### src/line_pkg.sv
package line_pkg;

    // bus and line geometry
    localparam int ADDR_BITS = 32;                      // byte address
    localparam int BEAT_BITS = 64;                      // one burst beat
    localparam int LINE_BITS = 256;                     // one cache line
    localparam int BEATS     = LINE_BITS / BEAT_BITS;   // beats per line

    typedef logic [ADDR_BITS-1:0] addr_t;
    typedef logic [BEAT_BITS-1:0] beat_t;
    typedef logic [LINE_BITS-1:0] line_t;

    // line arbiter grant state
    typedef enum logic [1:0] {
        ARB_IDLE,   // no grant, watching both ports
        ARB_IMEM,   // instruction port owns memory path
        ARB_DMEM    // data port owns memory path
    } arb_state_t;

    // burst adapter transfer state
    typedef enum logic [1:0] {
        AD_IDLE,        // waiting for line request and bmem ready
        AD_READ_WAIT,   // read command sent, collecting beats
        AD_WRITE,       // streaming write beats
        AD_RESP         // one-cycle line response
    } adapter_state_t;

endpackage : line_pkg

### src/line_req_if.sv
`timescale 1ns/1ps

// one line transfer channel between a requester and a responder
interface line_req_if;

    line_pkg::addr_t addr;      // line address
    logic            read;      // line read request
    logic            write;     // line write request
    line_pkg::line_t wdata;     // line to write
    line_pkg::line_t rdata;     // returned line, valid with resp
    logic            resp;      // one-cycle completion pulse

    // side that raises a request and holds it until resp
    modport requester (
        output addr,
        output read,
        output write,
        output wdata,
        input  rdata,
        input  resp
    );

    // side that services the request
    modport responder (
        input  addr,
        input  read,
        input  write,
        input  wdata,
        output rdata,
        output resp
    );

endinterface : line_req_if

### src/line_arbiter.sv
`timescale 1ns/1ps

module line_arbiter #(
    parameter int DATA_PRIORITY = 1     // nonzero: data port wins ties
) (
    input logic           clk,
    input logic           rst,
    line_req_if.responder i_port,
    line_req_if.responder d_port,
    line_req_if.requester mem_port
);

    line_pkg::arb_state_t state;
    line_pkg::arb_state_t state_next;

    logic i_req;
    logic d_req;

    assign i_req = i_port.read | i_port.write;
    assign d_req = d_port.read | d_port.write;

    // grant FSM, the grant is held until the memory side answers
    always_comb begin
        state_next = state;
        case (state)
            line_pkg::ARB_IDLE: begin
                if (d_req && (DATA_PRIORITY != 0 || !i_req)) begin
                    state_next = line_pkg::ARB_DMEM;
                end else if (i_req) begin
                    state_next = line_pkg::ARB_IMEM;
                end
            end
            line_pkg::ARB_IMEM,
            line_pkg::ARB_DMEM: begin
                if (mem_port.resp) begin
                    state_next = line_pkg::ARB_IDLE;    // rearbitrate next cycle
                end
            end
            default: begin
                state_next = line_pkg::ARB_IDLE;
            end
        endcase
    end

    always_ff @(posedge clk) begin
        if (rst) begin
            state <= line_pkg::ARB_IDLE;
        end else begin
            state <= state_next;
        end
    end

    // forward the granted port to the memory side
    always_comb begin
        mem_port.addr  = d_port.addr;
        mem_port.read  = 1'b0;      // nothing forwarded without a grant
        mem_port.write = 1'b0;
        mem_port.wdata = d_port.wdata;
        case (state)
            line_pkg::ARB_IMEM: begin
                mem_port.addr  = i_port.addr;
                mem_port.read  = i_port.read;
                mem_port.write = i_port.write;
                mem_port.wdata = i_port.wdata;
            end
            line_pkg::ARB_DMEM: begin
                mem_port.addr  = d_port.addr;
                mem_port.read  = d_port.read;
                mem_port.write = d_port.write;
                mem_port.wdata = d_port.wdata;
            end
            default: begin
                mem_port.read  = 1'b0;
                mem_port.write = 1'b0;
            end
        endcase
    end

    // line data is shared, only the owner sees resp
    assign i_port.rdata = mem_port.rdata;
    assign d_port.rdata = mem_port.rdata;
    assign i_port.resp  = mem_port.resp && (state == line_pkg::ARB_IMEM);
    assign d_port.resp  = mem_port.resp && (state == line_pkg::ARB_DMEM);

    // a single line can complete per transfer, so never both ports at once
    a_one_resp: assert property (
        @(posedge clk) disable iff (rst)
        !(i_port.resp && d_port.resp)
    ) else $error("line_arbiter: i_port and d_port resp high together");

endmodule : line_arbiter

### src/burst_adapter.sv
`timescale 1ns/1ps

module burst_adapter (
    input  logic            clk,
    input  logic            rst,
    line_req_if.responder   line_port,

    output line_pkg::addr_t bmem_addr_o,
    output logic            bmem_read_o,
    output logic            bmem_write_o,
    output line_pkg::beat_t bmem_wdata_o,
    input  logic            bmem_ready_i,

    input  line_pkg::addr_t bmem_raddr_i,
    input  line_pkg::beat_t bmem_rdata_i,
    input  logic            bmem_rvalid_i
);

    localparam int CNT_BITS = $clog2(line_pkg::BEATS);

    line_pkg::adapter_state_t state;
    line_pkg::adapter_state_t state_next;

    logic [CNT_BITS-1:0] beat_cnt;     // beat index within the line
    logic                last_beat;
    logic                accept_rd;
    logic                accept_wr;
    line_pkg::addr_t     addr_q;       // line address of the transfer
    line_pkg::line_t     line_q;       // read line assembly

    assign last_beat = (beat_cnt == CNT_BITS'(line_pkg::BEATS - 1));
    assign accept_rd = (state == line_pkg::AD_IDLE) && line_port.read && bmem_ready_i;
    assign accept_wr = (state == line_pkg::AD_IDLE) && line_port.write && bmem_ready_i;

    always_comb begin
        state_next = state;
        case (state)
            line_pkg::AD_IDLE: begin
                if (accept_rd) begin
                    state_next = line_pkg::AD_READ_WAIT;
                end else if (accept_wr) begin
                    state_next = line_pkg::AD_WRITE;
                end
            end
            line_pkg::AD_READ_WAIT: begin
                if (bmem_rvalid_i && last_beat) begin
                    state_next = line_pkg::AD_RESP;
                end
            end
            line_pkg::AD_WRITE: begin
                if (last_beat) begin
                    state_next = line_pkg::AD_RESP;
                end
            end
            default: begin
                state_next = line_pkg::AD_IDLE;     // resp done
            end
        endcase
    end

    always_ff @(posedge clk) begin
        if (rst) begin
            state    <= line_pkg::AD_IDLE;
            beat_cnt <= '0;
        end else begin
            state <= state_next;
            if (state == line_pkg::AD_IDLE) begin
                beat_cnt <= '0;
            end else if (state == line_pkg::AD_WRITE) begin
                beat_cnt <= beat_cnt + 1'b1;
            end else if (state == line_pkg::AD_READ_WAIT && bmem_rvalid_i) begin
                beat_cnt <= beat_cnt + 1'b1;
            end
        end
    end

    // payload registers
    always_ff @(posedge clk) begin
        if (accept_rd || accept_wr) begin
            addr_q <= line_port.addr;
        end
        if (state == line_pkg::AD_READ_WAIT && bmem_rvalid_i) begin
            line_q <= {bmem_rdata_i, line_q[line_pkg::LINE_BITS-1:line_pkg::BEAT_BITS]};
        end
    end

    // address is live in the accept cycle, then held from the latch
    assign bmem_addr_o  = (state == line_pkg::AD_IDLE) ? line_port.addr : addr_q;
    assign bmem_read_o  = accept_rd;
    assign bmem_write_o = (state == line_pkg::AD_WRITE);
    assign bmem_wdata_o = line_port.wdata[beat_cnt*line_pkg::BEAT_BITS +: line_pkg::BEAT_BITS];

    assign line_port.rdata = line_q;
    assign line_port.resp  = (state == line_pkg::AD_RESP);

    a_raddr_match: assert property (
        @(posedge clk) disable iff (rst)
        (state == line_pkg::AD_READ_WAIT && bmem_rvalid_i) |-> (bmem_raddr_i == addr_q)
    ) else $error("burst_adapter: bmem_raddr_i does not match line address");

    a_rd_wr_excl: assert property (
        @(posedge clk) disable iff (rst)
        !(bmem_read_o && bmem_write_o)
    ) else $error("burst_adapter: bmem read and write together");

    a_resp_pulse: assert property (
        @(posedge clk) disable iff (rst)
        line_port.resp |=> !line_port.resp
    ) else $error("burst_adapter: resp longer than one cycle");

endmodule : burst_adapter

### src/line_mem_bridge.sv
`timescale 1ns/1ps

module line_mem_bridge #(
    parameter int DATA_PRIORITY = 1     // data port wins ties by default
) (
    input  logic            clk,
    input  logic            rst,

    // instruction line port, read only
    input  line_pkg::addr_t i_addr_i,
    input  logic            i_read_i,
    output line_pkg::line_t i_rdata_o,
    output logic            i_resp_o,

    // data line port
    input  line_pkg::addr_t d_addr_i,
    input  logic            d_read_i,
    input  logic            d_write_i,
    input  line_pkg::line_t d_wdata_i,
    output line_pkg::line_t d_rdata_o,
    output logic            d_resp_o,

    // burst memory
    output line_pkg::addr_t bmem_addr_o,
    output logic            bmem_read_o,
    output logic            bmem_write_o,
    output line_pkg::beat_t bmem_wdata_o,
    input  logic            bmem_ready_i,
    input  line_pkg::addr_t bmem_raddr_i,
    input  line_pkg::beat_t bmem_rdata_i,
    input  logic            bmem_rvalid_i
);

    line_req_if i_port ();
    line_req_if d_port ();
    line_req_if mem_port ();

    assign i_port.addr  = i_addr_i;
    assign i_port.read  = i_read_i;
    assign i_port.write = 1'b0;         // fetch side never writes
    assign i_port.wdata = '0;
    assign i_rdata_o    = i_port.rdata;
    assign i_resp_o     = i_port.resp;

    assign d_port.addr  = d_addr_i;
    assign d_port.read  = d_read_i;
    assign d_port.write = d_write_i;
    assign d_port.wdata = d_wdata_i;
    assign d_rdata_o    = d_port.rdata;
    assign d_resp_o     = d_port.resp;

    line_arbiter #(
        .DATA_PRIORITY(DATA_PRIORITY)
    ) u_arbiter (
        .clk     (clk),
        .rst     (rst),
        .i_port  (i_port.responder),
        .d_port  (d_port.responder),
        .mem_port(mem_port.requester)
    );

    burst_adapter u_adapter (
        .clk          (clk),
        .rst          (rst),
        .line_port    (mem_port.responder),
        .bmem_addr_o  (bmem_addr_o),
        .bmem_read_o  (bmem_read_o),
        .bmem_write_o (bmem_write_o),
        .bmem_wdata_o (bmem_wdata_o),
        .bmem_ready_i (bmem_ready_i),
        .bmem_raddr_i (bmem_raddr_i),
        .bmem_rdata_i (bmem_rdata_i),
        .bmem_rvalid_i(bmem_rvalid_i)
    );

endmodule : line_mem_bridge

### config.mk
export PLATFORM = sky130hd
export DESIGN_NAME = line_mem_bridge
export DESIGN_NICKNAME = d
export VERILOG_FILES = /design/src/line_pkg.sv /design/src/line_req_if.sv /design/src/line_arbiter.sv /design/src/burst_adapter.sv /design/src/line_mem_bridge.sv
export SDC_FILE = /design/constraint.sdc
export NUM_CORES = 1
export LEC_CHECK = 0
export BUFFER_PORTS_ARGS = -buffer_cell sky130_fd_sc_hd__buf_2
export CAP_MARGIN = 20
export CELL_PAD_IN_SITES_DETAIL_PLACEMENT = 1
export CELL_PAD_IN_SITES_GLOBAL_PLACEMENT = 1
export CORE_AREA = 3 3 399 401
export DETAILED_ROUTE_END_ITERATION = 8
export DIE_AREA = 0 0 402 404
export PLACE_DENSITY = 0.44
export SYNTH_ARGS = -nofsm -noshare
export SYNTH_HDL_FRONTEND = slang
export SYNTH_HIERARCHICAL = 1
export SYNTH_SLANG_ARGS = --single-unit
### constraint.sdc
create_clock -name clk -period 15.3 [get_ports clk]
set_input_delay 3.06 -clock clk [delete_from_list [all_inputs] [get_ports clk]]
set_output_delay 3.06 -clock clk [all_outputs]
set_load 0.01 [all_outputs]
==> results.sh <==
export IMPL_first_iter_violations=569
export IMPL_worstPathRequired_ns=12.24
export IMPL_setup_tns_final_ns=0
export IMPL_endpoint_kind="output pin"
export IMPL_final_cell_count_no_fill=4128
export IMPL_crit_arrival_ns=4.50
export IMPL_core_area_um2=156000
export IMPL_grt_max_degree=162
export IMPL_pin_count=1035
export IMPL_worstReg2RegStart="u_adapter/state[1]$_SDFFE_PP0P_"
export IMPL_via_per_inst=2.954
export IMPL_slew_headroom_pct=27.61
export IMPL_worstSetupStartpoint="u_arbiter/state[1]$_SDFFE_PP0P_"
export IMPL_power_frac_clock_pct=29.5
export IMPL_gp_congestion=0.7667
export IMPL_crit_buf_inv=4
export IMPL_syn_inst=1291
export IMPL_first_pass_iters=4
export IMPL_grt_usage_pct=9.264
export IMPL_cp_max_fo=118
export IMPL_grt_ovfl_total=0
export IMPL_fp_dieH_um=404
export IMPL_clkTransAtPathRegs_ns=0.06
export IMPL_cts_buffers_inserted=36
export IMPL_p_per_area_nw_per_um2=117.4
export IMPL_start_util_pct=12.34
export IMPL_reg2reg_depth=5
export IMPL_antenna_found_initial=33
export IMPL_clk_latency_ns=0.57
export IMPL_pwr_share_seq_pct=33.9
export IMPL_min_path_type="reg -> reg"
export IMPL_dpl_cell_count=4056
export IMPL_peakVddDrop_v=0.00009419
export IMPL_min_from="u_adapter/line_port.rdata[74]$_DFFE_PP_"
export IMPL_slew_violations=0
export IMPL_final_common_cell="buf_2"
export IMPL_avgSynthCellArea_um2=14.91
export IMPL_post_drt_wl_per_cell_um=19.42
export IMPL_htreeDepth=2
export IMPL_crit_type="reg -> out"
export IMPL_outcome="completed"
export IMPL_multi_input_area_um2=7142
export IMPL_r2r_end="u_adapter/line_port.rdata[134]$_DFFE_PP_"
export IMPL_yosysTopAreaCellShare_pct=44.92
export IMPL_layout_nets=2469
export IMPL_ys_seq_elements=294
export IMPL_fin_crit_ns=7.563
export IMPL_tightest_slew_ns=1.086
export IMPL_final_cell_mix="buf_2, edfxtp_1, conb_1, mux2_4, mux2_2"
export IMPL_cts_path_max_buffers=3
export IMPL_drv_cap=0
export IMPL_synth_top_area_cell="edfxtp_1"
export IMPL_grt_pass1_wl_um=103900
export IMPL_hold_ws_ns=0.4681
export IMPL_hold_buffers=0
export IMPL_path_cells="inv_1 -> ha_4 -> buf_12 -> buf_4 -> mux2_2 -> mux4_2 -> buf_2"
export IMPL_yosys_warnings=6
export IMPL_die_x_um=402
export IMPL_area_growth_pct=28.83
export IMPL_switching_share_pct=30.86
export IMPL_ys_seq_area_share_pct=45.54
export IMPL_r2r_setup_slack_ns=11.95
export IMPL_totalWireLength_um=80150
export IMPL_slowest_stage="buf_4"
export IMPL_synth_top_cells_by_area="edfxtp_1, buf_4, mux2_4"
export IMPL_clock_sinks=294
export IMPL_utilization_pct=15.90
export IMPL_cts_root_buf="clkbuf_16"
export IMPL_drc=0
export IMPL_path_delay_family="buffers and inverters"
export IMPL_ff_latch_area_um2=8776
export IMPL_p_sw_w=0.0008984
export IMPL_drive_above_1_share_pct=70.32
export IMPL_max_freq_mhz=132.2
export IMPL_p_int_w=0.002013
export IMPL_rows=145
export IMPL_cts_setup_buffers=0
export IMPL_rsz0062_at_grt="false"
export IMPL_grt_pass1_vias=12361
export IMPL_portBuffers=1002
export IMPL_p_leak_nw=10.40
export IMPL_clock_skew_final_ns=0.02032
export IMPL_ctsResizeCount=0
export IMPL_fin_crit_sh_pct=49.43
export IMPL_vias=12196
export IMPL_holdPathEnd="u_adapter/line_port.rdata[10]$_DFFE_PP_"
export IMPL_cp_slowest_stage_delay_ns=0.86
export IMPL_p_comb_share_pct=36.6
export IMPL_antenna_left=0
export IMPL_synth_cell_types=31
export IMPL_worst_setup_path_start_kind="flip-flop"
export IMPL_nFillCells=18173
export IMPL_finalSetupViolations=0
export IMPL_dp_hpwl_um=66630
export IMPL_hold_viol=0
export IMPL_syn_area_um2=19250
export IMPL_hold_depth=0
export IMPL_tritoncts="yes"
export IMPL_dieArea_um2=162400
-- flip-flops by register name, indices dropped and copies added (netlist names) --
register and count:
u_arbiter/state 2, u_adapter/state 2, u_adapter/addr_q 32, u_adapter/line_port.rdata 256, u_adapter/beat_cnt 2
-- cells in the mapped netlist --
cell type	number
buf_4	512
ha_1	10
mux4_2	64
edfxtp_1	288
o21ai_0	5
nor3_1	2
mux2_2	119
nor2b_1	3
and2_1	3
nand2_1	1
a22oi_1	2
a21boi_0	1
buf_6	27
nor2_1	2
a211oi_1	1
inv_1	5
nand3b_1	1
dfxtp_1	6
buf_2	17
a21oi_1	3
o211a_1	1
mux2i_1	3
nand2b_1	3
buf_8	5
conb_1	1
nor3b_1	1
xor2_1	1
and3_1	1
a222oi_1	1
mux2_4	201
clkbuf_1	1
-- kinds of logic after synthesis --
group                    share of synthesized area, %
AO/OA/AOI/OAI                                  0.4678
AND/OR/NAND/NOR                                0.5134
adder cells (fa/ha/maj)                        0.6498
multiplexers                                    30.27
flip-flops                                      45.54
buffers and inverters                           22.49
XOR/XNOR                                      0.04550
other                                         0.01948
-- metal layers --
layer	share of wire [%]	GRT usage [%]
met3	9.4	3.780
met1	42	11.44
met4	2.4	2.679
met5	0.20	0
met2	46	14.78
-- cell type report --
type | instances | share of cell area [%]
clock inverter | 20 | 0.9483
sequential | 294 | 35.38
multi-input combinational | 688 | 28.79
antenna | 8 | 0.08071
timing repair buffer | 1011 | 20.59
tap | 2058 | 10.38
inverter | 5 | 0.07566
clock buffer | 44 | 3.753
-- power groups by stage --
stage	Combinational, W	Clock [W]	Sequential (W)
floorplan	0.000827	0	0.000991
global placement	0.00108	0	0.00100
detailed placement	0.00108	0	0.00100
CTS	0.00109	0.000907	0.000988
global route	0.00114	0.000936	0.000992
finish	0.00106	0.000860	0.000986
-- worst max-delay path by stage --
stage	end	slack (ns)	cells past startpoint
after floorplan	u_adapter/line_port.rdata[0]$_DFFE_PP_	5.84	1
after global placement	bmem_wdata_o[2]	8.07	4
after detailed placement	bmem_wdata_o[2]	8.07	4
after CTS	bmem_wdata_o[19]	7.51	7
after global routing	bmem_wdata_o[19]	7.37	7
final	bmem_wdata_o[19]	7.74	7
-- per-stage QoR --
| stage | instance area, um2 | total power (W) | setup slack (ns) |
|---|---|---|---|
| after floorplan | 20220 | 0.001817 | 5.843 |
| after global placement | 23620 | 0.002081 | 8.067 |
| after detailed placement | 23620 | 0.002086 | 8.072 |
| after CTS | 24790 | 0.002982 | 7.508 |
| after global routing | 24800 | 0.003068 | 7.375 |
| final | 24810 | 0.002911 | 7.737 |
Power figures use the tool's default switching activity.
